$ cat config.mk
export PLATFORM = sky130hd
export DESIGN_NAME = unpool_stage
export DESIGN_NICKNAME = d
export VERILOG_FILES = /design/src/design/seg_pkg.sv /design/src/design/pixel_ram.sv /design/src/design/unpool_stage.sv
export VERILOG_INCLUDE_DIRS = /design/src /design/src/design
export SDC_FILE = /design/constraint.sdc
export NUM_CORES = 1
export LEC_CHECK = 0
export BUFFER_PORTS_ARGS = -buffer_cell sky130_fd_sc_hd__buf_2
export CAP_MARGIN = 30
export CORE_MARGIN = 2
export CORE_UTILIZATION = 60
export DETAILED_ROUTE_END_ITERATION = 8
export GPL_TIMING_DRIVEN = 0
export MAX_ROUTING_LAYER = met4
export PLACE_DENSITY = 0.78
export SLEW_MARGIN = 30
export SYNTH_ARGS = -nofsm -noshare
export SYNTH_HDL_FRONTEND = slang
export SYNTH_HIERARCHICAL = 1
export SYNTH_SLANG_ARGS = --single-unit
$ cat constraint.sdc
create_clock -name clock -period 7.55 [get_ports clock]
set_input_delay 0.755 -clock clock [delete_from_list [all_inputs] [get_ports clock]]
set_output_delay 0.755 -clock clock [all_outputs]
set_load 0.01 [all_outputs]
$ cat src/design/seg_params.svh
// Frame geometry, score format, class count and pipeline latency
// for the streaming class labeller

`ifndef SEG_PARAMS_SVH
`define SEG_PARAMS_SVH

// Frame size in pixels
`define SEG_WIDTH 8
`define SEG_HEIGHT 8

// Signed class score width
`define SEG_SCORE_W 13

// Number of classes per pixel
`define SEG_CLASSES 4

// Input strobe to output strobe
// Skip and pooled-frame RAM read (1) plus the class_select pipeline (3)
`define SEG_LATENCY 4

`endif

$ cat src/design/seg_pkg.sv
// Shared types for the labeller: scores, labels and pixel coordinates

`include "seg_params.svh"

package seg_pkg;

    localparam int SCORE_W     = `SEG_SCORE_W;
    localparam int LABEL_W     = $clog2(`SEG_CLASSES);
    localparam int HCNT_W      = $clog2(`SEG_WIDTH);
    localparam int VCNT_W      = $clog2(`SEG_HEIGHT);
    localparam int HALF_HCNT_W = $clog2(`SEG_WIDTH / 2);
    localparam int HALF_VCNT_W = $clog2(`SEG_HEIGHT / 2);

    typedef logic signed [SCORE_W-1:0] score_t;

    // One score per class, class 0 in the low bits
    typedef struct packed {
        score_t [`SEG_CLASSES-1:0] cls;
    } scores_t;

    typedef logic [LABEL_W-1:0] label_t;
    typedef logic [HCNT_W-1:0]  hcnt_t;
    typedef logic [VCNT_W-1:0]  vcnt_t;

    typedef struct packed {
        vcnt_t vcnt;
        hcnt_t hcnt;
    } pos_t;

    // Coordinates at half resolution
    typedef struct packed {
        logic [HALF_VCNT_W-1:0] vcnt;
        logic [HALF_HCNT_W-1:0] hcnt;
    } half_pos_t;

endpackage

$ cat src/design/pixel_ram.sv
// Single-clock memory with read-first behaviour and a typed payload

`timescale 1ns/1ps

module pixel_ram #(
    parameter type payload_t = logic [7:0],
    parameter int  DEPTH     = 16
) (
    input  logic                     clock,
    input  logic                     write_enable,
    input  logic [$clog2(DEPTH)-1:0] write_addr,
    input  payload_t                 write_data,
    input  logic [$clog2(DEPTH)-1:0] read_addr,
    output payload_t                 read_data
);

    payload_t mem [DEPTH];

    // Same-address access returns the old word
    always_ff @(posedge clock) begin
        if (write_enable) begin
            mem[write_addr] <= write_data;
        end
        read_data <= mem[read_addr];
    end

    // Address from the caller's linearised coordinates must fit the array
    a_write_in_range : assert property (
        @(posedge clock) write_enable |-> (int'(write_addr) < DEPTH)
    ) else $error("pixel_ram write address %0d beyond depth %0d", write_addr, DEPTH);

endmodule

$ cat src/design/unpool_stage.sv
// Pooled-frame store and nearest-neighbour upsampling read
// at the half position of the incoming pixel

`timescale 1ns/1ps
`include "seg_params.svh"

module unpool_stage import seg_pkg::*; (
    input  logic      clock,
    input  logic      pool_enable,
    input  half_pos_t pool_pos,
    input  scores_t   pool_scores,
    input  pos_t      in_pos,
    output scores_t   up_scores
);

    localparam int HALF_W = `SEG_WIDTH / 2;
    localparam int DEPTH  = HALF_W * (`SEG_HEIGHT / 2);
    localparam int ADDR_W = $clog2(DEPTH);

    half_pos_t          read_pos;
    logic [ADDR_W-1:0]  write_addr;
    logic [ADDR_W-1:0]  read_addr;

    // Every pixel of a 2x2 block maps to the same pooled entry
    assign read_pos.vcnt = in_pos.vcnt[VCNT_W-1:1];
    assign read_pos.hcnt = in_pos.hcnt[HCNT_W-1:1];

    // Row-major half-resolution address
    assign write_addr = ADDR_W'(int'(pool_pos.vcnt) * HALF_W + int'(pool_pos.hcnt));
    assign read_addr  = ADDR_W'(int'(read_pos.vcnt) * HALF_W + int'(read_pos.hcnt));

    // A block is rewritten only after its last read in the frame,
    // so reads return the previous frame
    pixel_ram #(
        .payload_t (scores_t),
        .DEPTH     (DEPTH)
    ) pooled_frame (
        .clock        (clock),
        .write_enable (pool_enable),
        .write_addr   (write_addr),
        .write_data   (pool_scores),
        .read_addr    (read_addr),
        .read_data    (up_scores)
    );

endmodule

==> impl_metrics.json <==
{
  "final_cells": 2376,
  "first_global_vias": 16500,
  "final_hold_viol_count": 0,
  "clk_latency_ns": 0.62,
  "crit_fanout": 8,
  "period_needed_ns": 2.57,
  "area_growth_pct": 17.1,
  "clkTransAtPathRegs_ns": 0.07,
  "yosys_warnings": 6,
  "maxSlewHeadroom_pct": 38.4,
  "synth_edf_count": 832,
  "p_total_mw": 10.3,
  "drtIter0Drc": 1915,
  "place_congestion": 0.738,
  "dp_worst_setup_slack_ns": 4.39,
  "synthAdderAreaFrac_pct": 0,
  "netlist_top_cells_count": "edfxtp_1, mux4_2, a22oi_1",
  "wire_per_inst_um": 32.0,
  "chipHeight_um": 236,
  "avgSynthCellArea_um2": 24.0,
  "synthXorXnorAreaFrac_pct": 0,
  "whs_path_depth": 1,
  "synth_top_area_share_pct": 77.6,
  "die_w_um": 236,
  "whs_ns": 0.502,
  "min_from": "pool_scores[5]",
  "yosysMostFrequentCell": "edfxtp_1",
  "synth_nets": 1408,
  "start_util_pct": 60.9,
  "drt_pass1_iterations": 6,
  "numPortBuffers": 111,
  "core_um2": 52900,
  "postCtsSetupBuffers": 0,
  "cp-startpoint": "pool_pos[2]",
  "slew_viol_final": 0,
  "synth-simple-area-share_pct": 1.02,
  "status": "finished clean",
  "async_reset_ff_share_pct": 0,
  "cap_violations": 0,
  "synth_top_flop_cell": "edfxtp_1",
  "io_pins": 116,
  "dp.cells": 2215,
  "nFillCells": 2926,
  "grt_pass1_wl_mm": 111,
  "clock_tree.root_cell": "clkbuf_16",
  "synth_compound_area_share_pct": 2.42,
  "dieArea_um2": 55600,
  "grt_max_degree": 18,
  "startpoint_type": "input port",
  "yosys-top-cells-area": "edfxtp_1, mux4_2, dfxtp_1",
  "fmax_ghz": 0.389,
  "power_density_nw_per_um2": 272,
  "cp-end-kind": "flop",
  "avgViaCountPerCell": 6.74,
  "ff2ff_path_depth": 3,
  "seq_area_frac_synth_pct": 80.8,
  "grt-ovfl-total": 0,
  "rr_endpoint": "pooled_frame/read_data[6]",
  "reg2reg_from": "pooled_frame/mem[1][6]",
  "cts_sinks": 884,
  "clk_path_buf_depth": 3,
  "cts_tree": "done",
  "irDropWorstVdd_mv": 0.187,
  "worst-setup-path-type": "in2reg",
  "reg2reg_slack_ns": 6.03,
  "clock_skew_ns": 0.0223,
  "wirelength_mm": 76.1,
  "setup_ws_ns": 4.98,
  "rsz0062_at_grt": "no",
  "drc": 0,
  "p_leak_nw": 12.3,
  "track_usage_pct": 28.9,
  "numCtsBuffers": 85,
  "setup_viol": 0,
  "synth.distinct_cells": 17,
  "synth_top_family_by_area": "multiplexers",
  "hold_end": "pooled_frame/mem[7][5]",
  "hp-class": "in2reg",
  "cts_resized": 0,
  "hpwl_mm": 46.1,
  "ys_ff_latch": 884,
  "netlist_area_um2": 32200,
  "synth.area.mux_share_pct": 14.5,
  "vias": 16000,
  "antenna_found_initial": 7,
  "postCtsHoldBufs": 0,
  "fin_nets": 1678,
  "num_rows": 84,
  "synth_cells": 1344,
  "cp.required_ns": 7.87,
  "fin_setup_tns_ns": 0,
  "yosysTopAreaCell": "edfxtp_1",
  "htreeDepth": 3,
  "drive_gt1_share_pct": 33.5,
  "crit_arrival_ns": 2.89,
  "fin_crit_sh_pct": 34.1,
  "tightest_slew_ns": 0.924,
  "drtAntennaViolNets": 0
}
per-stage QoR:
stage          utilization [%]  area (µm²)
2_1_floorplan                -       32200
4_1_cts                   71.3       37700
5_1_grt                   71.3       37700
6_report                  71.3       37700
3_5_place_dp              66.1       35000
3_3_place_gp              63.6       33600
cells by family after synthesis:
family                 count (synthesis)
DFF                                  884
AOI/OAI and AO/OA                    104
and+or+nand+nor                       79
muxes                                208
buffers and inverters                 69
critical path: stages:
cell and delay [ns]:
buf_2 0.12, or3b_2 0.59, nor3_2 0.64, buf_4 0.33, buf_4 0.23, buf_4 0.21
cell type report:
cell class	instances	area [µm²]	share of cell area (%)
clock inverters	37	415	1.10
clock buffers	116	2330	6.17
plain buffers	69	398	1.05
repair buffers	183	1770	4.69
flip-flops and latches	884	26000	69.0
multi-input cells	391	5900	15.7
diodes	8	20.0	0.0531
well taps	688	861	2.28
worst max path at each step:
stage / end / slack, ns / depth (start not counted)
after CTS: pooled_frame/mem[0][43] / 5.05 / 6
final: pooled_frame/mem[0][41] / 4.98 / 6
after global routing: pooled_frame/mem[0][41] / 4.93 / 6
after floorplan: pooled_frame/mem[0][0] / 2.21 / 2
after global placement: pooled_frame/mem[0][35] / -1.79 / 3
after detailed placement: pooled_frame/mem[0][41] / 4.39 / 6
layer usage:
| metal | share of wire, % | GRT usage [%] | routed length [µm] |
|---|---|---|---|
| met5 | 0 | - | 0 |
| met4 | 2.6 | 8.98 | 2000 |
| met3 | 11 | 5.92 | 8040 |
| met2 | 51 | 45.5 | 38500 |
| met1 | 36 | 38.9 | 27600 |
power breakdown:
group / total [mW] / internal [mW] / switching (mW)
registers: 5.52 / 5.49 / 0.0353
clock network: 4.20 / 2.46 / 1.74
logic: 0.533 / 0.215 / 0.318
total: 10.3 / 8.16 / 2.09
state kept, by name (all words and copies together) (netlist names):
signal,count
pooled_frame/read_data,52
pooled_frame/mem,832
layout by cell type, fill, tap and decap left out, drive strengths merged:
master	synthesis	routed
mux4	208	208
buf	38	221
clkbuf	31	147
nand2b	2	2
clkinv	0	23
nand3b	2	2
a22oi	104	104
nor2b	2	2
or3b	1	1
inv	0	1
nor3	4	4
edfxtp	832	832
clkinvlp	0	4
diode	0	8
nor2	13	13
bufinv	0	9
nand2	53	53
and2	1	1
nand3	1	1
dfxtp	52	52
Power figures use the tool's default switching activity.
