==> src/design/seg_params.svh <==
// Frame geometry, score format, class count and pipeline latency
// for the streaming class labeller

`ifndef SEG_PARAMS_SVH
`define SEG_PARAMS_SVH

// Frame size in pixels
`define SEG_WIDTH 8
`define SEG_HEIGHT 8

// Signed class score width
`define SEG_SCORE_W 13

// Number of classes per pixel
`define SEG_CLASSES 4

// Input strobe to output strobe
// Skip and pooled-frame RAM read (1) plus the class_select pipeline (3)
`define SEG_LATENCY 4

`endif

==> src/design/seg_pkg.sv <==
// Shared types for the labeller: scores, labels and pixel coordinates

`include "seg_params.svh"

package seg_pkg;

    localparam int SCORE_W     = `SEG_SCORE_W;
    localparam int LABEL_W     = $clog2(`SEG_CLASSES);
    localparam int HCNT_W      = $clog2(`SEG_WIDTH);
    localparam int VCNT_W      = $clog2(`SEG_HEIGHT);
    localparam int HALF_HCNT_W = $clog2(`SEG_WIDTH / 2);
    localparam int HALF_VCNT_W = $clog2(`SEG_HEIGHT / 2);

    typedef logic signed [SCORE_W-1:0] score_t;

    // One score per class, class 0 in the low bits
    typedef struct packed {
        score_t [`SEG_CLASSES-1:0] cls;
    } scores_t;

    typedef logic [LABEL_W-1:0] label_t;
    typedef logic [HCNT_W-1:0]  hcnt_t;
    typedef logic [VCNT_W-1:0]  vcnt_t;

    typedef struct packed {
        vcnt_t vcnt;
        hcnt_t hcnt;
    } pos_t;

    // Coordinates at half resolution
    typedef struct packed {
        logic [HALF_VCNT_W-1:0] vcnt;
        logic [HALF_HCNT_W-1:0] hcnt;
    } half_pos_t;

endpackage

==> src/design/pixel_ram.sv <==
// Single-clock memory with read-first behaviour and a typed payload

`timescale 1ns/1ps

module pixel_ram #(
    parameter type payload_t = logic [7:0],
    parameter int  DEPTH     = 16
) (
    input  logic                     clock,
    input  logic                     write_enable,
    input  logic [$clog2(DEPTH)-1:0] write_addr,
    input  payload_t                 write_data,
    input  logic [$clog2(DEPTH)-1:0] read_addr,
    output payload_t                 read_data
);

    payload_t mem [DEPTH];

    // Same-address access returns the old word
    always_ff @(posedge clock) begin
        if (write_enable) begin
            mem[write_addr] <= write_data;
        end
        read_data <= mem[read_addr];
    end

    // Address from the caller's linearised coordinates must fit the array
    a_write_in_range : assert property (
        @(posedge clock) write_enable |-> (int'(write_addr) < DEPTH)
    ) else $error("pixel_ram write address %0d beyond depth %0d", write_addr, DEPTH);

endmodule

==> src/design/max_pool.sv <==
// 2x2 max pooling of the class score stream, with a half-width
// line buffer holding the horizontal maxima of the even row

`timescale 1ns/1ps
`include "seg_params.svh"

module max_pool import seg_pkg::*; (
    input  logic      clock,
    input  logic      reset,
    input  logic      in_enable,
    input  pos_t      in_pos,
    input  scores_t   in_scores,
    output logic      pool_enable,
    output half_pos_t pool_pos,
    output scores_t   pool_scores
);

    localparam int LINE_DEPTH = `SEG_WIDTH / 2;

    scores_t even_col_scores;
    scores_t row_max;
    scores_t row_max_q;
    scores_t line_scores;
    logic    odd_col;
    logic    odd_row;

    // Per-class maximum of two score sets
    function automatic scores_t max_scores(scores_t a, scores_t b);
        scores_t m;
        for (int c = 0; c < `SEG_CLASSES; c++) begin
            m.cls[c] = (a.cls[c] > b.cls[c]) ? a.cls[c] : b.cls[c];
        end
        return m;
    endfunction

    assign odd_col = in_pos.hcnt[0];
    assign odd_row = in_pos.vcnt[0];
    assign row_max = max_scores(even_col_scores, in_scores);

    // -------------------------------------------------------------------------
    // Horizontal pair
    // -------------------------------------------------------------------------
    always_ff @(posedge clock) begin
        if (in_enable && !odd_col) begin
            even_col_scores <= in_scores;
        end
        if (in_enable && odd_col) begin
            row_max_q <= row_max;
        end
    end

    // Even rows park their pair maxima, odd rows read them back
    pixel_ram #(
        .payload_t (scores_t),
        .DEPTH     (LINE_DEPTH)
    ) line_buf (
        .clock        (clock),
        .write_enable (in_enable && odd_col && !odd_row),
        .write_addr   (in_pos.hcnt[HCNT_W-1:1]),
        .write_data   (row_max),
        .read_addr    (in_pos.hcnt[HCNT_W-1:1]),
        .read_data    (line_scores)
    );

    // -------------------------------------------------------------------------
    // Block output, one cycle after the odd/odd strobe
    // -------------------------------------------------------------------------
    always_ff @(posedge clock) begin
        if (reset) begin
            pool_enable <= 1'b0;
        end else begin
            pool_enable <= in_enable && odd_col && odd_row;
        end
    end

    always_ff @(posedge clock) begin
        if (in_enable && odd_col && odd_row) begin
            pool_pos.vcnt <= in_pos.vcnt[VCNT_W-1:1];
            pool_pos.hcnt <= in_pos.hcnt[HCNT_W-1:1];
        end
    end

    // Both operands were captured on the same edge
    assign pool_scores = max_scores(row_max_q, line_scores);

    a_pos_in_frame : assert property (
        @(posedge clock) disable iff (reset)
        in_enable |-> (int'(in_pos.hcnt) < `SEG_WIDTH && int'(in_pos.vcnt) < `SEG_HEIGHT)
    ) else $error("max_pool strobe outside the frame at %0d,%0d", in_pos.vcnt, in_pos.hcnt);

endmodule

==> config.mk <==
export PLATFORM = sky130hd
export DESIGN_NAME = max_pool
export DESIGN_NICKNAME = d
export VERILOG_FILES = /design/src/design/seg_pkg.sv /design/src/design/pixel_ram.sv /design/src/design/max_pool.sv
export VERILOG_INCLUDE_DIRS = /design/src /design/src/design
export SDC_FILE = /design/constraint.sdc
export NUM_CORES = 1
export LEC_CHECK = 0
export BUFFER_PORTS_ARGS = -buffer_cell sky130_fd_sc_hd__buf_2
export CELL_PAD_IN_SITES_DETAIL_PLACEMENT = 1
export CELL_PAD_IN_SITES_GLOBAL_PLACEMENT = 2
export CORE_MARGIN = 1.5
export CORE_UTILIZATION = 40
export CTS_BUF_LIST = sky130_fd_sc_hd__clkbuf_16
export CTS_CLUSTER_SIZE = 28
export DETAILED_ROUTE_END_ITERATION = 16
export GPL_TIMING_DRIVEN = 0
export PLACE_DENSITY = 0.82
export SYNTH_ARGS = -nofsm -noshare
export SYNTH_HDL_FRONTEND = slang
export SYNTH_SLANG_ARGS = --single-unit
==> constraint.sdc <==
create_clock -name clock -period 12.12 [get_ports clock]
set_input_delay 2.424 -clock clock [delete_from_list [all_inputs] [get_ports clock]]
set_output_delay 2.424 -clock clock [all_outputs]
set_load 0.02 [all_outputs]
==> out/results.tsv <==
metric	value	unit
grt_use_met2	0.307	
ys.flop_type	edfxtp_1	
die_w	203	um
cp_data_arrival_time	3200	ps
path_class	reg -> out	
cts_tree	built	
place.gp.congestion	0.745	
root_buffer	clkbuf_16	
synth_cells	948	
grt_pass1_vias	9408	
min_to	line_buf.read_data[29]	
crit_fanout	10	
nFillCells	3767	
antenna_found_initial	2	
gr-usage-all-layers	0.167	
busiest_layer	met2	
cp-end-kind	output port	
grt_util_met1	0.202	
clk_pin_slew	70	ps
required	9700	ps
syn_area	0.0159	mm^2
syn_avg_cell_area	16.8	um^2
yosysSeqAreaShare	0.663	
core-area	0.0390	mm^2
start_util	0.408	
hp-class	reg -> reg	
vias	8562	
die_area	0.0410	mm^2
synth_common_cells	316 x edfxtp_1, 119 x inv_1, 104 x ha_1	
r2r-start	even_col_scores[36]	
post-route-drc-count	0	
irDropWorstVdd	87.8	uV
post-route-period-util	0.464	
reg2reg_setup_slack	9400	ps
fin_crit	5620	ps
io_buffers	117	
clk_path_buf_depth	3	
reg2regPathDepth	8	
yosysTopAreaCellShare	0.596	
grt_first_pass_wirelength	52.6	mm
grt_max_degree	28	
wl_per_cell	20.0	um
viasPerCell	5.08	
drt_iter0_drc	398	
yosysMostFrequentCell	edfxtp_1	
relSlewSlack	0.305	
ys.warnings.count	0	
ys_ff_latch	369	
overflow	0	
synth_fp_nets	1113	
synthArstFlopShare	0	
maxCapViolCount	0	
rows	72	
fin_worst_skew	9.79	ps
die_y	203	um
startpoint	row_max_q[12]	
first_pass_iters	4	
hpwl	24.2	mm
tns	0	ps
htreeDepth	2	
io-pin-count	118	
slew_viol_final	0	
hold_viol_final	0	
synth_cell_types	52	
synth.area.top_cells	edfxtp_1 60%, ha_1 8.2%, mux4_2 7.4%	
synth_edf_count	316	
min_from	line_buf.mem[2][29]	
clock.fmax	178	MHz
r2r_end	line_buf.mem[2][35]	
tightest_slew	1030	ps
critPathLaunchType	flop	
setup_violations	0	
area_delta_synth_final	19.1	%
leakage	7.52	nW
drt-total-wl	33.7	mm
worstSkewPairLatency	520	ps
numCtsBuffers	39	
powerDensity	169	mW/mm^2
cts_setup_buffers	0	
grtUsageMet3	0.0279	
cts_sinks	369	
ant_nets	0	
final_util	0.486	
whs_path_depth	1	
drive_above_1_share	0.337	
hold_buffers	0	
rsz0062_at_grt	no	
fin_nets	1303	
postCtsResizedCells	0	
status	finished, final reports clean	
yosysTopAreaCell	edfxtp_1	
==> metrics by stage <==
stage / power (W) / instances / hold slack [ps] / setup WS, ps / area [um^2]
after floorplan: 0.00177 / 948 / 532 / 3020 / 15900
after global placement: 0.00189 / 1583 / 536 / -2470 / 17200
after detailed placement: 0.00190 / 1615 / 541 / 6330 / 17500
after CTS: 0.00326 / 1685 / 547 / 6430 / 19000
after global routing: 0.00333 / 1686 / 550 / 6220 / 19000
final: 0.00321 / 1686 / 549 / 6500 / 19000
==> worst max-delay path, cell delays in order, from the launching register on <==
cell and delay (ps):
edfxtp_1 390, ha_1 430, nand4_1 190, nor3_2 290, nand4_1 230, o311ai_1 180
and2_1 220, buf_4 210, mux2_2 370, buf_2 160
==> how the worst max path moves through the flow <==
| stage | to | slack [ps] | cells past startpoint |
|---|---|---|---|
| final | pool_scores[11] | 6500 | 9 |
| after floorplan | line_buf.mem[2][0] | 3020 | 3 |
| after detailed placement | line_buf.mem[2][7] | 6330 | 8 |
| after CTS | pool_scores[11] | 6430 | 9 |
| after global placement | line_buf.mem[2][7] | -2470 | 4 |
| after global routing | pool_scores[11] | 6220 | 9 |
==> power breakdown <==
part / internal (W) / leakage, nW / switching [W]
Sequential: 0.00145 / 3.34 / 0.0000202
Combinational: 0.000170 / 3.45 / 0.000225
Clock: 0.000850 / 0.734 / 0.000494
==> per-layer routing <==
layer,vias to the layer above,part of all wire
met5,-,0.00036
met4,2,0.019
met3,47,0.036
met2,132,0.53
met1,4367,0.42
li1,4014,-
==> registers in the layout, summed over array words and instances, names as in the netlist <==
signal,cells
line_buf.mem,208
even_col_scores,52
line_buf.read_data,52
row_max_q,52
pool_pos,4
pool_enable,1
==> final cells by class <==
| class | count | area, um^2 | area share |
|---|---|---|---|
| Buffer | 21 | 125 | 0.00660 |
| Antenna cell | 1 | 2.50 | 0.000132 |
| Tap cell | 518 | 648 | 0.0342 |
| Sequential cell | 369 | 10600 | 0.556 |
| Clock inverter | 29 | 432 | 0.0228 |
| Clock buffer | 41 | 1030 | 0.0541 |
| Multi-Input combinational cell | 439 | 4840 | 0.255 |
| Timing Repair Buffer | 149 | 885 | 0.0467 |
| Inverter | 119 | 447 | 0.0236 |
==> placed cells by master (no fill, tap or decap), types with 3 or more instances in the layout <==
cell | Yosys | layout
mux2_4 | 20 | 20
mux2_2 | 82 | 82
clkbuf_16 | 0 | 41
buf_4 | 1 | 25
and3_1 | 5 | 5
nor2_1 | 7 | 7
buf_2 | 9 | 126
nor4_2 | 2 | 3
bufinv_16 | 0 | 11
o41ai_1 | 4 | 4
nor2b_1 | 8 | 7
ha_1 | 104 | 104
clkbuf_1 | 7 | 7
o21ai_0 | 17 | 17
clkinv_2 | 0 | 7
dfxtp_1 | 53 | 53
a211oi_1 | 4 | 4
nand3_1 | 12 | 12
o211ai_1 | 5 | 5
a21oi_1 | 35 | 35
mux4_2 | 52 | 52
buf_12 | 1 | 3
a21o_1 | 16 | 16
buf_6 | 2 | 5
nand4_1 | 12 | 12
buf_8 | 0 | 3
inv_1 | 119 | 122
edfxtp_1 | 316 | 316
o21bai_1 | 4 | 4
mux2i_1 | 3 | 3
nand2_1 | 20 | 20
clkinv_4 | 0 | 3
==> cell families after synthesis <==
group | count (synthesis) | share of synthesized area
simple gates | 82 | 0.0293
compound gates | 96 | 0.0383
buf+inv | 140 | 0.0359
mux | 157 | 0.152
fa+ha+maj | 104 | 0.0817
flops | 369 | 0.663
(Power assumes the default switching activity.)
