**src/design/pixel_ram.sv**
```systemverilog
// Single-clock memory with read-first behaviour and a typed payload

`timescale 1ns/1ps

module pixel_ram #(
    parameter type payload_t = logic [7:0],
    parameter int  DEPTH     = 16
) (
    input  logic                     clock,
    input  logic                     write_enable,
    input  logic [$clog2(DEPTH)-1:0] write_addr,
    input  payload_t                 write_data,
    input  logic [$clog2(DEPTH)-1:0] read_addr,
    output payload_t                 read_data
);

    payload_t mem [DEPTH];

    // Same-address access returns the old word
    always_ff @(posedge clock) begin
        if (write_enable) begin
            mem[write_addr] <= write_data;
        end
        read_data <= mem[read_addr];
    end

    // Address from the caller's linearised coordinates must fit the array
    a_write_in_range : assert property (
        @(posedge clock) write_enable |-> (int'(write_addr) < DEPTH)
    ) else $error("pixel_ram write address %0d beyond depth %0d", write_addr, DEPTH);

endmodule

```
**config.mk**
```make
export PLATFORM = sky130hd
export DESIGN_NAME = pixel_ram
export DESIGN_NICKNAME = d
export VERILOG_FILES = /design/src/design/pixel_ram.sv
export SDC_FILE = /design/constraint.sdc
export NUM_CORES = 1
export LEC_CHECK = 0
export ABC_AREA = 1
export BUFFER_PORTS_ARGS = -buffer_cell sky130_fd_sc_hd__clkbuf_2
export CAP_MARGIN = 0
export CORE_ASPECT_RATIO = 0.75
export CORE_MARGIN = 2
export CORE_UTILIZATION = 61
export DETAILED_ROUTE_END_ITERATION = 8
export PLACE_DENSITY = 0.79
export SYNTH_ARGS = -nofsm -noshare
export SYNTH_HDL_FRONTEND = slang
export SYNTH_SLANG_ARGS = --single-unit
```
**constraint.sdc**
```tcl
create_clock -name clock -period 1.25 [get_ports clock]
set_input_delay 0.1875 -clock clock [delete_from_list [all_inputs] [get_ports clock]]
set_output_delay 0.1875 -clock clock [all_outputs]
set_load 0.01 [all_outputs]
```
==> results of run 1 <==
==> cell type report <==
cell class	instances	area (sq um)
clock inverters	12	109
flip-flops and latches	136	4000
repair buffers	51	370
clock buffers	20	437
fillers	632	2440
inverters	102	383
well taps	128	160
multi-input cells	289	1210
==> final timing paths <==
kind,slack (ns),startpoint,end,depth (start not counted)
min,0.20,read_addr[3],read_data[3]$_DFF_P_,3
max reg2reg,0.24,mem[1][5]$_DFFE_PP_,read_data[5]$_DFF_P_,6
max,0.12,read_data[3]$_DFF_P_,read_data[3],1
min reg2reg,0.67,mem[11][3]$_DFFE_PP_,read_data[3]$_DFF_P_,6
==> flip-flops by register name, indices dropped and copies added (netlist names) <==
| signal | cells |
|---|---|
| mem | 128 |
| read_data | 8 |
==> worst reg2reg max path: stages, from the launching register on <==
cell and delay [ns]:
edfxtp_1 0.36, inv_1 0.06, nand2_1 0.06, nand3_1 0.10, nand3_1 0.15, nand3_1 0.11
nand2_1 0.07
==> metrics by stage <==
stage | setup WS [ns] | total power [mW]
global placement | 0.00437 | 5.86
global route | 0.0872 | 10.7
floorplan | 0.112 | 5.59
finish | 0.117 | 10.4
CTS | 0.112 | 10.4
detailed placement | -0.0110 | 5.87
==> synth_stat cells <==
cell type | instances | area [sq um]
nand2_1 | 173 | 649
edfxtp_1 | 128 | 3840
inv_1 | 100 | 375
nand3_1 | 97 | 485
nor2_1 | 17 | 63.8
buf_2 | 13 | 65.1
dfxtp_1 | 8 | 160
buf_6 | 6 | 67.6
buf_4 | 4 | 30.0
inv_2 | 2 | 7.51
nand3b_1 | 2 | 15.0
buf_1 | 1 | 3.75
==> routing by layer <==
layer	GRT usage	vias to the layer above	routed length (um)
met5	0	-	0
met4	0.114	0	289
met3	0.0706	30	1260
met2	0.390	201	5490
met1	0.398	1827	5530
li1	-	1864	-
==> kinds of logic after synthesis <==
kind of cell	share of synthesized area
simple gates	0.210
flops	0.694
buf+inv	0.0952
==> where the power goes <==
group / switching (mW) / internal (mW) / leakage [nW]
Sequential: 0.0361 / 5.10 / 1.22
Combinational: 0.451 / 0.204 / 1.45
Clock: 1.72 / 2.88 / 0.270
==> qor.yml, run 1 <==
final_layout:
  final_cell_mix: "173 x nand2_1, 128 x edfxtp_1, 100 x inv_1, 97 x nand3_1, 25 x clkbuf_2"
  area_growth_syn_to_layout_pct: 15.8
  layout_commonest_cell: "nand2_1"
  layout-drive-gt1-share: 0.130
  diodes: 0
  utilization: 0.732
  nets: 615
  final_area_sq_um: 6680
  fin_cells: 738
worst_setup_path:
  crit_chain: "clkbuf_2"
  slowest_delay_ns: 0.37
  crit_arrival_ns: 0.95
  cp_max_fo: 1
  criticalPathCategory: "reg2out"
  cp-end-kind: "primary output"
  crit_buf_inv: 1
  critPathSlowestCell: "dfxtp_1"
  crit_required_ns: 1.06
  path_delay_family: "flip-flops"
  cp-start-kind: "flip-flop"
clocking:
  ctsLongestPathBuffers: 2
  root_buffer: "clkbuf_16"
  cts_tree: "done"
  htreeDepth: 4
  path_clk_slew_ns: 0.05
  post_cts_buffers: 0
  clk_latency_ns: 0.42
  cts_hold_buf: 0
  ctsResizeCount: 0
  numCtsBuffers: 17
  cts.sinks: 136
pwr:
  p_leak_nw: 2.94
  power.density_nw_per_um2: 1560
  ir_drop_uv: 1280
timing:
  setup-tns-final_ns: 0
  clock.fmax_mhz: 883
  worst_slew_pin_slew_ns: 0.426
  timing.hold.ws_ns: 0.196
  relSlewSlack: 0.716
  final-setup-viol-count: 0
  finalCriticalPeriod_ns: 1.13
  period_share: 0.906
  final_hold_viol_count: 0
  maxSlewViolCount: 0
  rsz0062_at_grt: "false"
  skew_ns: 0.00796
synth:
  netlist_area_sq_um: 5770
  yosys_warnings: 0
  seq_area_frac_synth: 0.694
  syn_inst: 551
  ys_types: 12
  syn_area_per_cell_sq_um: 10.5
  synth_fp_nets: 569
  ys_ff_latch: 136
status:
  status: "completed"
grt:
  grt_pass1_wl_mm: 19.4
  grt_pass1_vias: 3552
  grtUsageTotal: 0.271
  overflow: 0
  grt_max_degree: 50
  antenna_found_initial: 0
floorplan:
  num_rows: 30
  core-area_sq_um: 9120
  die_h_um: 88.2
  initial_core_util: 0.632
  die-area_sq_um: 10300
  ioPinCount: 26
  die_w_um: 116
place:
  dpl.cell_count: 706
  place_area_sq_um: 6130
  dpl.hpwl_mm: 7.71
  routabilityCongestion: 0.853
  portBuffers: 25
routing:
  vias: 3922
  ant_nets: 0
  avgViaCountPerCell: 5.31
  wire_per_inst_um: 17.0
  routed_wl_mm: 12.6
  drcViolationCount: 0
  drt_pass1_iterations: 5
  initialDrtViolationCount: 357
job:
  maxCapViolCount: 0
worst_hold_path:
  hp-class: "in2reg"
(Power assumes the default switching activity.)
==> run 2, diff against run 1 <==
==> config.mk (replaced) <==
export PLATFORM = sky130hd
export DESIGN_NAME = pixel_ram
export DESIGN_NICKNAME = d
export VERILOG_FILES = /design/src/design/pixel_ram.sv
export SDC_FILE = /design/constraint.sdc
export NUM_CORES = 1
export LEC_CHECK = 0
export BUFFER_PORTS_ARGS = -buffer_cell sky130_fd_sc_hd__clkbuf_2
export CAP_MARGIN = 0
export CORE_ASPECT_RATIO = 0.75
export CORE_MARGIN = 2
export CORE_UTILIZATION = 60
export DETAILED_ROUTE_END_ITERATION = 8
export PLACE_DENSITY = 0.78
export SYNTH_ARGS = -nofsm -noshare
export SYNTH_HDL_FRONTEND = slang
export SYNTH_SLANG_ARGS = --single-unit
==> run 2 against run 1 <==
The flow now finishes with violations (setup timing). Critical endpoint is now read_data[0]$_DFF_P_. Setup slack got worse by 0.14 ns. Via count shrank 37%. Flip-flop and latch count unchanged. Critical path depth grew 2. Cell area is 7.2% lower. Wire length down 24%. Largest power group unchanged. Final cell count is 44% lower. Clock-buffer cell count is 2 higher. Fmax shrank 11%. Combinational power decreased by 17%.
==> qor.yml, run 2 <==
worst_setup_path:
  slowest_delay_ns: 0.48  # +0.11 ns
  crit_required_ns: 1.55  # +0.49 ns
  cp-end-kind: "flip-flop"
  crit_chain: "mux4_2, a22oi_2, nand2_1"
  criticalPathCategory: "reg2reg"
  critPathSlowestCell: "mux4_2"
  cp-start-kind: "flip-flop"
  path_delay_family: "multiplexers"
  crit_arrival_ns: 1.57  # +0.62 ns
  cp_max_fo: 1  # unchanged
  crit_buf_inv: 0  # -1
grt:
  grtUsageTotal: 0.231  # -0.0401
  grt_pass1_wl_mm: 15.0  # -23%
  grt_pass1_vias: 2640  # -26%
  overflow: 0  # unchanged
  antenna_found_initial: 0  # unchanged
  grt_max_degree: 21  # -58%
floorplan:
  initial_core_util: 0.614  # -0.0181
  die-area_sq_um: 9340  # -8.9%
  die_h_um: 84.2  # -4.5%
  num_rows: 29  # -3.3%
  ioPinCount: 26  # unchanged
  die_w_um: 111  # -4.6%
  core-area_sq_um: 8380  # -8.1%
synth:
  yosysMostFrequentCell: "edfxtp_1"
  yosys-top-cells-count: "128 x edfxtp_1, 18 x mux4_2, 16 x a22oi_1, 14 x mux4_1, 13 x nor2_1"
  yosys-top-cells-area: "edfxtp_1 75%, mux4_2 7.9%, mux4_1 7.1%"
  netlist_area_sq_um: 5150  # -11%
  syn_inst: 229  # -58%
  yosys_warnings: 0  # unchanged
  ys_ff_latch: 136  # unchanged
  synthFlopType: "edfxtp_1"
  syn_area_per_cell_sq_um: 22.5  # +110%
  synth-edff-count: 128  # unchanged
  synthArstFlopShare: 0  # unchanged
  synth_fp_nets: 247  # -57%
  ys_types: 19  # +7
  yosys.area.top_type_share: 0.747  # +0.0802
  yosys.area.top_type: "edfxtp_1"
  seq_area_frac_synth: 0.778  # +0.0835
timing:
  skew_ns: 0.00603  # -0.00193 ns
  finalCriticalPeriod_ns: 1.27  # +0.142 ns
  relSlewSlack: 0.358  # -0.358
  worst_slew_pin_slew_ns: 0.959  # +0.533 ns
  clock.fmax_mhz: 784  # -11%
  rsz0062_at_grt: "true"
  maxSlewViolCount: 0  # unchanged
  period_share: 1.02  # +0.114
  final_hold_viol_count: 0  # unchanged
  layout_setup_ws_ns: -0.0250  # -0.142 ns
  final-setup-viol-count: 2  # +2
final_layout:
  final_area_sq_um: 6190  # -7.2%
  reg.largest.list: "mem (128), read_data (8)"
  multiInputGateArea_sq_um: 1090  # -10%
  final_cell_mix: "128 x edfxtp_1, 31 x mux4_2, 25 x clkbuf_2, 23 x buf_4, 17 x clkbuf_16"
  layout-drive-gt1-share: 0.428  # +0.299
  fin_cells: 414  # -44%
  area_growth_syn_to_layout_pct: 20.3
  largest_register_ffs: 128  # unchanged
  diodes: 0  # unchanged
  fill_cells: 465  # -26%
  utilization: 0.739  # +0.00710
  regArea_sq_um: 4000  # unchanged
  largest-register: "mem"
  layout_commonest_cell: "edfxtp_1"
  nets: 311  # -49%
place:
  portBuffers: 25  # unchanged
  post-place-ws_ns: -0.318  # -0.307 ns
  dpl.hpwl_mm: 6.34  # -18%
  routabilityCongestion: 0.735  # -14%
  dpl.cell_count: 382  # -46%
  place_area_sq_um: 5640  # -7.9%
clocking:
  numCtsBuffers: 17  # unchanged
  cts_tree: "done"
  clk_latency_ns: 0.41  # about the same
  cts.sinks: 136  # unchanged
  post_cts_buffers: 0  # unchanged
  ctsLongestPathBuffers: 2  # unchanged
  path_clk_slew_ns: 0.06  # about the same
  cts_hold_buf: 0  # unchanged
  root_buffer: "clkbuf_16"
  htreeDepth: 4  # unchanged
routing:
  vias: 2484  # -37%
  wire_per_inst_um: 23.2  # +36%
  drt_pass1_iterations: 4  # -1
  ant_nets: 0  # unchanged
  routed_wl_mm: 9.60  # -24%
  avgViaCountPerCell: 6.00  # +13%
  drcViolationCount: 0  # unchanged
  initialDrtViolationCount: 238  # -33%
pwr:
  seq_power_share: 0.514  # +0.020
  p_switching_mw: 2.00  # -9.3%
  swShare: 0.200  # -0.0123
  power.density_nw_per_um2: 1620  # +3.7%
  p_leak_nw: 2.10  # -29%
  finalPower_mw: 10.0  # -3.7%
  p_int_mw: 8.00  # -2.2%
  clockPowerShare: 0.432  # -0.011
  combPwrFrac: 0.054  # -0.009
  ir_drop_uv: 1510  # +19%
worst_hold_path:
  hp-class: "in2reg"
status:
  failed_checks: "setup timing"
  status: "finished, violations left"
job:
  maxCapViolCount: 0  # unchanged
-- run 2: cell count changes in the layout (fill, tap and decap cells not counted), moves of 7 or more --
| cell | before | now |
|---|---|---|
| mux4_2 | 0 | 31 |
| a22oi_2 | 0 | 9 |
| a22oi_1 | 0 | 7 |
| nand3_1 | 97 | 1 |
| nand2_1 | 173 | 9 |
| inv_1 | 100 | 0 |
| nor2_1 | 17 | 10 |
-- run 2: cell type report --
cell class,count,area share
multi-input cells,83,0.176
flip-flops and latches,136,0.646
repair buffers,55,0.0707
clock inverters,10,0.00869
well taps,108,0.0218
clock buffers,22,0.0766
-- run 2: final timing paths --
| kind | startpoint | end | slack (ns) | cells after the start |
|---|---|---|---|---|
| max | mem[11][0]$_DFFE_PP_ | read_data[0]$_DFF_P_ | -0.02 | 3 |
| min reg2reg | mem[14][7]$_DFFE_PP_ | read_data[7]$_DFF_P_ | 0.68 | 3 |
| min | write_data[3] | mem[4][3]$_DFFE_PP_ | 0.19 | 1 |
| max reg2reg | mem[11][0]$_DFFE_PP_ | read_data[0]$_DFF_P_ | -0.02 | 3 |
-- run 2: per-stage QoR --
step           TNS [ns]  hold slack, ns
6_report        -0.0353           0.187
2_1_floorplan    -0.507           0.286
3_5_place_dp      -7.59           0.580
3_3_place_gp      -5.98           0.582
5_1_grt          -0.177           0.205
4_1_cts          -0.103           0.179
-- run 2: power by group through the flow --
stage	clock network, mW	registers (mW)	logic, mW
floorplan	0	5.23	0.281
global placement	0	5.22	0.509
detailed placement	0	5.23	0.525
CTS	4.41	5.14	0.540
global route	4.59	5.15	0.588
finish	4.32	5.14	0.541
-- run 2: logic make-up after synthesis --
logic type,count (synthesis),share of synthesized area
muxes,32,0.150
buffers and inverters,10,0.0168
and+or+nand+nor,35,0.0318
AOI/OAI and AO/OA,16,0.0233
DFF,136,0.778
-- run 2: routing by layer --
layer  up-vias  track usage  part of all wire
met2        89        0.347              0.49
met1      1286        0.318              0.43
met5         -            0                 0
met4         0        0.101             0.019
li1       1091            -                 -
met3        18       0.0780             0.069
-- run 2: what timing repair did --
item / CTS / global route
setup endpoints to repair: 8 / 7
pin swaps: 2 / 3
resized for setup: 8 / 7
