[src/design/seg_params.svh]
// Frame geometry, score format, class count and pipeline latency
// for the streaming class labeller

`ifndef SEG_PARAMS_SVH
`define SEG_PARAMS_SVH

// Frame size in pixels
`define SEG_WIDTH 8
`define SEG_HEIGHT 8

// Signed class score width
`define SEG_SCORE_W 13

// Number of classes per pixel
`define SEG_CLASSES 4

// Input strobe to output strobe
// Skip and pooled-frame RAM read (1) plus the class_select pipeline (3)
`define SEG_LATENCY 4

`endif

[src/design/seg_pkg.sv]
// Shared types for the labeller: scores, labels and pixel coordinates

`include "seg_params.svh"

package seg_pkg;

    localparam int SCORE_W     = `SEG_SCORE_W;
    localparam int LABEL_W     = $clog2(`SEG_CLASSES);
    localparam int HCNT_W      = $clog2(`SEG_WIDTH);
    localparam int VCNT_W      = $clog2(`SEG_HEIGHT);
    localparam int HALF_HCNT_W = $clog2(`SEG_WIDTH / 2);
    localparam int HALF_VCNT_W = $clog2(`SEG_HEIGHT / 2);

    typedef logic signed [SCORE_W-1:0] score_t;

    // One score per class, class 0 in the low bits
    typedef struct packed {
        score_t [`SEG_CLASSES-1:0] cls;
    } scores_t;

    typedef logic [LABEL_W-1:0] label_t;
    typedef logic [HCNT_W-1:0]  hcnt_t;
    typedef logic [VCNT_W-1:0]  vcnt_t;

    typedef struct packed {
        vcnt_t vcnt;
        hcnt_t hcnt;
    } pos_t;

    // Coordinates at half resolution
    typedef struct packed {
        logic [HALF_VCNT_W-1:0] vcnt;
        logic [HALF_HCNT_W-1:0] hcnt;
    } half_pos_t;

endpackage

[src/design/class_select.sv]
// Saturating merge of skip and upsampled scores, then a two-level
// argmax with ties going to the lower class index

`timescale 1ns/1ps
`include "seg_params.svh"

module class_select import seg_pkg::*; (
    input  logic    clock,
    input  logic    reset,
    input  scores_t skip_scores,
    input  scores_t up_scores,
    output label_t  label
);

    localparam score_t SCORE_MAX = {1'b0, {(SCORE_W-1){1'b1}}};
    localparam score_t SCORE_MIN = {1'b1, {(SCORE_W-1){1'b0}}};

    scores_t merged;
    score_t  lo_val;
    score_t  hi_val;
    label_t  lo_idx;
    label_t  hi_idx;

    // Overflow shows as a mismatch of the two top sum bits
    function automatic score_t sat_add(score_t a, score_t b);
        logic signed [SCORE_W:0] sum;
        sum = a + b;
        if (sum[SCORE_W] != sum[SCORE_W-1]) begin
            return sum[SCORE_W] ? SCORE_MIN : SCORE_MAX;
        end
        return sum[SCORE_W-1:0];
    endfunction

    // -------------------------------------------------------------------------
    // Stage 1 merge, stage 2 pairwise compare, stage 3 final compare
    // -------------------------------------------------------------------------
    always_ff @(posedge clock) begin
        if (reset) begin
            merged <= '0;
            lo_val <= '0;
            hi_val <= '0;
            lo_idx <= '0;
            hi_idx <= '0;
            label  <= '0;
        end else begin
            for (int c = 0; c < `SEG_CLASSES; c++) begin
                merged.cls[c] <= sat_add(skip_scores.cls[c], up_scores.cls[c]);
            end

            // Higher index wins only when strictly larger
            if (merged.cls[1] > merged.cls[0]) begin
                lo_val <= merged.cls[1];
                lo_idx <= label_t'(1);
            end else begin
                lo_val <= merged.cls[0];
                lo_idx <= label_t'(0);
            end
            if (merged.cls[3] > merged.cls[2]) begin
                hi_val <= merged.cls[3];
                hi_idx <= label_t'(3);
            end else begin
                hi_val <= merged.cls[2];
                hi_idx <= label_t'(2);
            end

            label <= (hi_val > lo_val) ? hi_idx : lo_idx;
        end
    end

    // Known scores in give a known label three stages later
    a_label_known : assert property (
        @(posedge clock) disable iff (reset)
        !$isunknown($past({skip_scores, up_scores}, 3)) |-> !$isunknown(label)
    ) else $error("class_select label unknown after known input scores");

endmodule

[config.mk]
export PLATFORM = sky130hd
export DESIGN_NAME = class_select
export DESIGN_NICKNAME = d
export VERILOG_FILES = /design/src/design/seg_pkg.sv /design/src/design/class_select.sv
export VERILOG_INCLUDE_DIRS = /design/src /design/src/design
export SDC_FILE = /design/constraint.sdc
export NUM_CORES = 1
export LEC_CHECK = 0
export ABC_CLOCK_PERIOD_IN_PS = 2750
export BUFFER_PORTS_ARGS = -buffer_cell sky130_fd_sc_hd__buf_4
export CAP_MARGIN = 40
export CORE_MARGIN = 10
export CORE_UTILIZATION = 50
export CTS_BUF_LIST = sky130_fd_sc_hd__clkbuf_8
export CTS_CLUSTER_DIAMETER = 100
export DETAILED_ROUTE_END_ITERATION = 6
export PLACE_DENSITY_LB_ADDON = 0.3
export SLEW_MARGIN = 20
export SYNTH_ARGS = -nofsm -noshare
export SYNTH_HDL_FRONTEND = slang
export SYNTH_SLANG_ARGS = --single-unit
[constraint.sdc]
create_clock -name clock -period 2.75 [get_ports clock]
set_clock_uncertainty 0.15 [all_clocks]
set_input_delay 0.1375 -clock clock [delete_from_list [all_inputs] [get_ports clock]]
set_output_delay 0.1375 -clock clock [all_outputs]
set_load 0.01 [all_outputs]
==> results.md, run 1 <==
- GRT Total Usage: 17.5%
- RSZ-0062 raised after global routing: false
- Slew @ Worst Pin: 0.733 ns
- Vias in the first global route: 5,303
- Die area: 16,500 sq um
- Top Family by Delay on Critical Path: compound AO/OA/AOI/OAI gates
- Pleak: 3.39 nW
- TritonCTS clock tree: yes
- Most frequent cell after synthesis: ha_1
- Hold WS: 0.0190 ns
- Cts hold-fix bufs: 0
- # IOs: 108
- Final std cells w/o fill: 922
- Cell Rows: 39
- # setup viols final: 0
- WL/cell: 15.6 um
- Drt initial violations: 297
- CTS Buf Count: 9
- Initial antenna violation count: 0
- Final min period: 2.49 ns
- Area share of the largest cell type after synthesis: 28.2%
- Status: complete, no violations
- Part of the Yosys area used for sequential elements: 28.2%
- DIE WIDTH: 129 um
- #FFs+latches synth: 83
- Mapped Area: 5890 sq um
- Worst path cell trace: inv_1 > ha_1 > nand4_1 > nor2_1 > a21boi_1 > nor4b_1 > a211oi_2 > buf_4 > mux2i_1 > nor2_1
- Starting density of the core: 51.4%
- Post-Route WL: 14.3 mm
- Nets@finish: 975
- Crit-path slowest cell: dfxtp_1
- Vias/cell: 5.51
- Largest net degree at the start of global routing: 71
- Final period utilization: 90.7%
- PwrDens: 613 nW/um^2
- EDFF count, synth: 0
- Layout area overhead: 19.5%
- Pins Over Slew Limit: 0
- Ys Warns: 0
- Syn Nets: 861
- Worst Hold Class: input port to flop
- Share of layout cells above drive strength 1: 20.5%
- Maximum root-to-sink buffer count: 2
- Most frequent CP cell: nor2_1
- Global placement routability congestion: 0.892
- First-pass GRT wire length: 24.5 mm
- Synth top area cells: dfxtp_1 (28%), ha_1 (19%), mux2i_1 (4.6%), a21oi_1 (4.1%), o31ai_1 (3.9%)
- CORE AREA: 11,500 sq um
- Worst EP required: 2.80 ns
- Crit. End Element: flop
- Total setup buffers inserted after CTS: 0
- Port buffer count: 107
- GR Overflow Total: 0
- Clk slew on worst S/H paths: 0.08 ns
- Dpl hpwl: 12.0 mm
- DR vias: 5,081
- Post-CTS Resized: 0
- Synth Instances: 660
- Bufs and invs on worst path: 2
- Crit path kind: flop to flop
- Slew margin rel.: 51.1%
- Clk_lat worst skew: 0.35 ns
- CTS root buffer: clkbuf_8
- List of most frequent post-synthesis cells: ha_1 (91), dfxtp_1 (83), inv_1 (55), nor2_1 (55), a21oi_1 (48)
- Largest stage delay on the critical path: 0.37 ns
- Antenna-violating nets left: 0
- Htree depth: 3
- CP Max Fanout: 8
- Crit path DAT: 2.54 ns
- # diodes: 0
- Hold Fails Final Rpt: 0
- Drt pass-1 iters: 4
- Die height: 129 um
- Flop2flop setup slack: 0.26 ns
- DRC: 0
- Max Cap Viol: 0
- Asr flop ratio synth: 0%
- Placed insts: 906
- Clk sinks: 83
- Fmax: 401 MHz
- Worst Setup Start Kind: flop
- Count of cell types in the netlist: 66
- Syn_area_per_cell: 8.93 sq um
- Largest area contributor in the netlist: dfxtp_1
- Most used flip-flop cell after synthesis: dfxtp_1
- VDD IR-drop max: 0.385 mV
## sequential cells by signal, indices dropped and copies added, names as in the netlist
| signal | count |
|---|---|
| hi_idx | 2 |
| lo_idx | 1 |
| merged | 52 |
| lo_val | 13 |
| hi_val | 13 |
| label | 2 |
## through the flow
stage	utilization [%]	TNS (ns)	setup slack, ns	instance area (sq um)	power [mW]
after floorplan	-	0	0.261	5890	2.98
after global placement	59.8	0	0.0234	6860	3.46
after detailed placement	59.8	-1.17	-0.139	6860	3.55
after CTS	61.4	0	0.196	7040	4.33
after global routing	61.4	0	0.0665	7040	4.67
final	61.4	0	0.256	7040	4.32
## cell usage in the layout (no fill, tap or decap), types with 5 or more instances in the layout
cell type,netlist,routed
o21bai_1,6,6
nand2_1,34,34
nand4_1,8,8
ha_1,91,91
a21o_1,23,23
a211oi_1,7,7
nor3_1,7,7
inv_1,55,56
o31ai_1,31,31
nand3_1,17,17
o21ai_0,26,26
clkbuf_8,2,10
o31ai_2,7,7
mux2i_1,27,27
and2_1,5,5
nor2_1,55,54
xor2_1,18,18
dfxtp_1,83,83
buf_4,1,124
nor2b_1,6,6
xnor2_1,19,19
a21oi_1,48,48
## final timing paths
check	to	start	depth (start not counted)
max	hi_val[8]	merged[37]	10
min	merged[13]	up_scores[13]	4
max reg2reg	hi_val[8]	merged[37]	10
min reg2reg	label[0]	lo_idx[0]	2
## per-layer routing
metal | wire [um] | global-route usage [%] | vias up | share of wire, %
li1 | - | - | 2617 | -
met1 | 6630 | 22.4 | 2329 | 46
met2 | 6820 | 29.6 | 118 | 48
met3 | 740 | 3.98 | 17 | 5.2
met4 | 147 | 3.27 | 0 | 1.0
met5 | 0 | 0 | - | 0
## worst reg2reg max path, cell delays in order, from the launching register on
cell      delay (ns)
dfxtp_1         0.37
inv_1           0.06
ha_1            0.30
nand4_1         0.12
nor2_1          0.15
a21boi_1        0.26
nor4b_1         0.10
a211oi_2        0.25
buf_4           0.24
mux2i_1         0.27
nor2_1          0.07
## kinds of logic after synthesis
kind of cell,Yosys count,share of synthesized area [%]
AO/OA/AOI/OAI,196,23.8
XOR/XNOR,37,5.50
adder cells (fa/ha/maj),95,20.7
buffers and inverters,77,5.97
flip-flops,83,28.2
multiplexers,27,4.59
AND/OR/NAND/NOR,145,11.3
## where the power goes
part,total [mW],internal (mW),switching (mW)
clock,0.776,0.352,0.424
combinational,1.91,0.913,0.992
sequential,1.64,1.48,0.159
## area by class of cell
type	instances	area, sq um
fillers	973	4430
multi-input cells	500	3880
flip-flops and latches	83	1660
repair buffers	124	931
inverters	56	210
well taps	143	179
clock buffers	10	138
clock inverters	6	41.3
No activity file was read; power rests on OpenSTA's default activity.
==> run 2, diff against run 1 <==
--- a/config.mk
+++ b/config.mk
@@ -14,6 +14,7 @@
 export CTS_BUF_LIST = sky130_fd_sc_hd__clkbuf_8
 export CTS_CLUSTER_DIAMETER = 100
 export DETAILED_ROUTE_END_ITERATION = 6
+export HOLD_SLACK_MARGIN = 0.06
 export PLACE_DENSITY_LB_ADDON = 0.3
 export SLEW_MARGIN = 20
 export SYNTH_ARGS = -nofsm -noshare
==> run 2 against run 1 <==
Worst setup slack worse by 0.0014 ns. Flip-flop and latch count stayed put. Hold slack better by 0.030 ns. Die area did not move. Final cell count grew 0.11%. Total power up 0.15%. Clock power increased by 0.5%. Highest routed layer unchanged. First-iteration DRC count shrank 5.7%. Critical endpoint unchanged. Non-clock buffer count is 1 higher. Critical path type unchanged. Sequential power about the same.
==> results.md, run 2 (synthesis gave the netlist of run 1 again) <==
- Pleak: 3.40 nW (+0.12%)
- Max Cap Viol: 0 (unchanged)
- Global placement routability congestion: 0.892 (unchanged)
- GRT Total Usage: 17.5% (+0.043 points)
- R2R depth: 10 (unchanged)
- Maximum root-to-sink buffer count: 2 (unchanged)
- Internal cell power: 2.75 mW (about the same)
- Total setup buffers inserted after CTS: 0 (unchanged)
- Cell Rows: 39 (unchanged)
- Share of power burned in the clock network: 18.0% (about the same)
- Port buffer count: 107 (unchanged)
- CORE AREA: 11,500 sq um (unchanged)
- Final Cell Area: 7050 sq um (+0.14%)
- Hold Fails Final Rpt: 0 (unchanged)
- Largest net degree at the start of global routing: 71 (unchanged)
- Met2 GRT Util: 29.7% (+0.12 points)
- Slew margin rel.: 50.8% (-0.36 points)
- Die height: 129 um (unchanged)
- Post-Route WL: 14.4 mm (+0.27%)
- Antenna-violating nets left: 0 (unchanged)
- Initial antenna violation count: 0 (unchanged)
- Largest Register: merged
- Crit. End Element: flop
- Dpl hpwl: 12.0 mm (unchanged)
- Drt pass-1 iters: 4 (unchanged)
- Clk slew on worst S/H paths: 0.08 ns (about the same)
- Vias in the first global route: 5,309 (+0.11%)
- Pins Over Slew Limit: 0 (unchanged)
- Dpl cell area: 6860 sq um (unchanged)
- Most used routing layer: met2
- FILL cells: 972 (-0.10%)
- # setup viols final: 0 (unchanged)
- Crit path DAT: 2.55 ns (about the same)
- Drt initial violations: 280 (-5.7%)
- Worst Setup Start Kind: flop
- Most frequent cells in the layout: buf_4 (124), ha_1 (91), dfxtp_1 (83), inv_1 (56), nor2_1 (54)
- First-pass GRT wire length: 24.5 mm (+0.20%)
- Clk_lat worst skew: 0.35 ns (about the same)
- Total Power: 4.33 mW (+0.15%)
- Max FFs per register: 52 (unchanged)
- Vias/cell: 5.50 (-0.27%)
- Fmax: 401 MHz (about the same)
- DRC: 0 (unchanged)
- Starting density of the core: 51.4% (unchanged)
- WHS Path Cells: 4 (unchanged)
- VDD IR-drop max: 0.385 mV (about the same)
- Final min period: 2.50 ns (+0.00137 ns)
- Largest registers: merged: 52 flops, hi_val: 13 flops, lo_val: 13 flops
- Layout area overhead: 19.7%
- Nets@finish: 976 (+0.10%)
- Clk sinks: 83 (unchanged)
- PwrDens: 613 nW/um^2 (about the same)
- Worst EP required: 2.80 ns (about the same)
- CTS Buf Count: 9 (unchanged)
- Crit path kind: flop to flop
- Final period utilization: 90.7% (about the same)
- Slew @ Worst Pin: 0.738 ns (+0.00543 ns)
- DR vias: 5,073 (-0.16%)
- Most common cell after layout, fill and taps aside: buf_4
- DIE WIDTH: 129 um (unchanged)
- RSZ-0062 raised after global routing: false
- CTS root buffer: clkbuf_8
- Share of power burned in registers: 37.9% (about the same)
- Htree depth: 3 (unchanged)
- Switching Fraction: 36.5% (+0.047 points)
- Comb pwr share: 44.1% (about the same)
- Worst Hold Class: input port to flop
- CP Max Fanout: 8 (unchanged)
- Met1 Usage GRT: 22.4% (+0.024 points)
- Met3 GRT Util: 3.98% (unchanged)
- Psw: 1.58 mW (+0.28%)
- WL/cell: 15.6 um (+0.16%)
- Die area: 16,500 sq um (unchanged)
- # diodes: 0 (unchanged)
- Final Util: 61.5% (+0.087 points)
- TritonCTS clock tree: yes
- # IOs: 108 (unchanged)
- GR Overflow Total: 0 (unchanged)
- Status: complete, no violations
- Share of layout cells above drive strength 1: 20.5% (-0.026 points)
==> run 2: cell count changes in the layout (fill, tap and decap cells not counted), sizes merged <==
cell	before	now
dlygate4sd3	0	1
==> run 2: what timing repair did <==
item                       in CTS  in global routing
hold buffers                    1                  0
hold endpoints to repair        1                  0
gates resized for setup         0                  2
setup endpoints to repair       0                  2
==> run 2: layout make-up <==
class	instances	area (sq um)	share of cell area (%)
clock buffer	10	138	1.95
clock inverter	6	41.3	0.586
inverter	56	210	2.98
multi-input combinational	500	3880	55.0
sequential	83	1660	23.6
tap	143	179	2.54
timing repair buffer	125	941	13.3
==> run 2: worst max-delay path, stage by stage (launching register included) <==
cell and delay [ns]:
dfxtp_1 0.38, inv_1 0.06, ha_1 0.30, nand4_1 0.12
nor2_1 0.15, a21boi_1 0.26, nor4b_1 0.10, a211oi_2 0.25
buf_4 0.24, mux2i_1 0.27, nor2_1 0.07
==> run 2: power by group through the flow <==
stage,Combinational (mW),Sequential (mW),Clock [mW]
detailed placement,1.88,1.67,0
floorplan,1.39,1.59,0
global placement,1.80,1.66,0
finish,1.91,1.64,0.780
CTS,1.91,1.64,0.790
global route,2.17,1.67,0.838
==> run 2: metal layers <==
layer / routed length [um] / share of wire [%] / vias to the layer above
met2: 6810 / 47 / 107
met4: 150 / 1.0 / 0
met3: 691 / 4.8 / 17
met1: 6720 / 47 / 2330
met5: 0 / 0 / -
li1: - / - / 2619
==> run 2: metrics by stage <==
stage          instances  setup WS, ns  hold slack (ns)  setup TNS (ns)
4_1_cts              923         0.196           0.0623               0
3_3_place_gp         906        0.0234            0.286               0
3_5_place_dp         906        -0.139            0.297           -1.17
6_report             923         0.254           0.0491               0
2_1_floorplan        660         0.261            0.230               0
5_1_grt              923        0.0665           0.0803               0
==> run 2: worst paths after layout <==
check	slack, ns	startpoint	endpoint
setup / recovery	0.25	merged[37]	hi_val[8]
hold / removal	0.05	up_scores[39]	merged[39]
setup reg to reg	0.25	merged[37]	hi_val[8]
hold reg to reg	0.29	lo_idx[0]	label[0]
==> run 3, diff against run 2 <==
--- a/config.mk
+++ b/config.mk
@@ -10,7 +10,7 @@
 export BUFFER_PORTS_ARGS = -buffer_cell sky130_fd_sc_hd__buf_4
 export CAP_MARGIN = 40
 export CORE_MARGIN = 10
-export CORE_UTILIZATION = 50
+export CORE_UTILIZATION = 55
 export CTS_BUF_LIST = sky130_fd_sc_hd__clkbuf_8
 export CTS_CLUSTER_DIAMETER = 100
 export DETAILED_ROUTE_END_ITERATION = 6
@@ -20,3 +20,4 @@
 export SYNTH_ARGS = -nofsm -noshare
 export SYNTH_HDL_FRONTEND = slang
 export SYNTH_SLANG_ARGS = --single-unit
+export TNS_END_PERCENT = 10
==> run 3 against run 2 <==
Sequential share of layout area shrank 0.34 points. Critical path depth grew 1. Die area shrank 7.7%. Largest power group unchanged. Combinational power is essentially flat. Highest routed layer unchanged. Worst setup slack lost 0.13 ns. Final area grew 1.5%. Flip-flop and latch count is the same.
==> results.md, run 3 (synthesis gave the netlist of run 1 again) <==
- RSZ-0062 raised after global routing: false
- CTS Buf Count: 9 (unchanged)
- TritonCTS clock tree: yes
- Switching Fraction: 33.8% (-2.7 points)
- Setup ws final: 0.127 ns (-0.127 ns)
- Final period utilization: 95.4% (+4.6 points)
- Final min period: 2.62 ns (+0.127 ns)
- Die area: 15,300 sq um (-7.7%)
- Max Cap Viol: 0 (unchanged)
- Cell Rows: 37 (-5.1%)
- Drt initial violations: 251 (-10%)
- Crit path DAT: 2.71 ns (+0.16 ns)
- Crit path kind: input port to flop
- Clk_lat worst skew: 0.35 ns (about the same)
- Max FFs per register: 52 (unchanged)
- Worst EP required: 2.84 ns (+0.04 ns)
- CP endpoint: merged[29]
- PwrDens: 638 nW/um^2 (+4.0%)
- Port buffer count: 107 (unchanged)
- Largest Register: merged
- Internal cell power: 3.02 mW (+10%)
- # IOs: 108 (unchanged)
- DIE WIDTH: 124 um (-3.9%)
- First-pass GRT wire length: 23.2 mm (-5.6%)
- CORE AREA: 10,400 sq um (-9.6%)
- DRC: 0 (unchanged)
- Most frequent CP cell: buf_4
- Reg-to-Reg End: hi_val[7]
- Vias/cell: 5.56 (+1.1%)
- Crit-path slowest cell: dlygate4sd3_1
- Share of power burned in registers: 35.8% (-2.1 points)
- # diodes: 0 (unchanged)
- FILL cells: 802 (-17%)
- GRT Total Usage: 18.3% (+0.80 points)
- Clk sinks: 83 (unchanged)
- Psw: 1.54 mW (-2.2%)
- Status: complete, no violations
- Most frequent cells in the layout: buf_4 (126), ha_1 (91), dfxtp_1 (83), inv_1 (57), nor2_1 (55)
- Layout area overhead: 21.4%
- Starting density of the core: 56.8% (+5.4 points)
- WL/cell: 15.1 um (-3.1%)
- Worst Setup Start Kind: input port
- Initial antenna violation count: 0 (unchanged)
- Maximum root-to-sink buffer count: 2 (unchanged)
- Dpl hpwl: 11.6 mm (-3.0%)
- Worst path cell trace: dlygate4sd3_1 > buf_4 > ha_1 > fa_1 > a21o_1 > a21oi_1 > o31ai_2 > o21ai_1 > nor3_1 > buf_4 > o41ai_1
- Fmax: 381 MHz (-4.8%)
- Nets@finish: 981 (+0.51%)
- Clk slew on worst S/H paths: 0.07 ns (about the same)
- Post-Place Setup Slack: -0.0823 ns (+0.0563 ns)
- Largest registers: merged: 52 flops, hi_val: 13 flops, lo_val: 13 flops
- Htree depth: 3 (unchanged)
- Die height: 124 um (-3.9%)
- CP Max Fanout: 12 (+4)
- Largest stage delay on the critical path: 0.54 ns (+0.16 ns)
- CTS root buffer: clkbuf_8
- Final Util: 69.0% (+7.5 points)
- Vias in the first global route: 5,204 (-2.0%)
- R2R depth: 10 (unchanged)
- Crit. End Element: flop
- # setup viols final: 0 (unchanged)
- Flop2flop setup slack: 0.21 ns (-0.04 ns)
- Slew margin rel.: 51.2% (+0.42 points)
- Slew @ Worst Pin: 0.729 ns (-0.00903 ns)
- Share of power burned in the clock network: 22.4% (+4.4 points)
- Antenna-violating nets left: 0 (unchanged)
- R2r startpoint: merged[30]
- Worst Hold Class: input port to flop
- Share of layout cells above drive strength 1: 20.5% (about the same)
- Largest net degree at the start of global routing: 71 (unchanged)
- Comb pwr share: 41.8% (-2.3 points)
- VDD IR-drop max: 0.333 mV (-14%)
- Worst Setup SP: up_scores[26]
- Pleak: 3.46 nW (+1.7%)
- Global placement routability congestion: 0.923 (+3.5%)
- Pins Over Slew Limit: 0 (unchanged)
- Hold Fails Final Rpt: 0 (unchanged)
- Drt pass-1 iters: 6 (+2)
- Total Power: 4.57 mW (+5.5%)
- Final TNS setup: 0 ns (unchanged)
- GR Overflow Total: 0 (unchanged)
- Post-Route WL: 13.9 mm (-3.4%)
- Most common cell after layout, fill and taps aside: buf_4
- DR vias: 5,118 (+0.89%)
[run 3: cell count changes in the layout (fill, tap and decap cells not counted), sizes merged]
cell         delta
buf             +2
bufinv          +3
clkinv          -2
clkinvlp        -1
dlygate4sd3     +3
[run 3: cell type report]
type	count	area, sq um	share of cell area, %
Clock inverter	6	105	1.47
Sequential cell	83	1660	23.2
Clock buffer	10	138	1.92
Tap cell	136	170	2.38
Inverter	56	210	2.94
Timing Repair Buffer	130	986	13.8
Multi-Input combinational cell	500	3880	54.3
[run 3: worst min-delay path by stage]
| stage | startpoint | end | slack (ns) | cells past startpoint |
|---|---|---|---|---|
| global route | skip_scores[26] | merged[26] | 0.11 | 4 |
| finish | skip_scores[26] | merged[26] | 0.07 | 4 |
| floorplan | reset | merged[29] | 0.23 | 2 |
| detailed placement | lo_idx[0] | label[0] | 0.30 | 2 |
| CTS | skip_scores[26] | merged[26] | 0.07 | 4 |
| global placement | lo_idx[0] | label[0] | 0.28 | 2 |
[run 3: repair_timing]
action / in CTS / in global routing
gates resized for setup: 0 / 2
endpoints found under the setup margin: 0 / 4
buffers inserted: 0 / 0
hold buffers: 4 / 0
endpoints found under the hold margin: 4 / 0
[run 3: critical path: cells and delay by family]
| kind | cells | cell delay [ns] |
|---|---|---|
| AOI/OAI and AO/OA | 5 | 1.03 |
| adders and majority gates | 2 | 0.62 |
| and+or+nand+nor | 1 | 0.07 |
| buffers and inverters | 3 | 0.85 |
[run 3: per-stage QoR]
stage	hold slack (ns)	cells	area, sq um
2_1_floorplan	0.230	660	5890
6_report	0.0702	921	7150
4_1_cts	0.0665	921	7150
3_3_place_gp	0.285	901	6870
5_1_grt	0.108	921	7150
3_5_place_dp	0.296	901	6870
[run 3: layer usage]
metal  up-vias  GRT usage [%]  share of wire (%)
met2       141           30.5                 46
met1      2319           23.3                 47
met3        22           4.15                5.1
met5         -              0                  0
met4         0           5.17                1.5
li1       2636              -                  -
[run 3: power groups by stage]
stage | sequential, mW | combinational, mW | clock [mW]
final | 1.63 | 1.91 | 1.02
after global routing | 1.66 | 2.16 | 1.09
after CTS | 1.63 | 1.91 | 1.03
after detailed placement | 1.66 | 1.88 | 0
after global placement | 1.65 | 1.80 | 0
after floorplan | 1.59 | 1.39 | 0
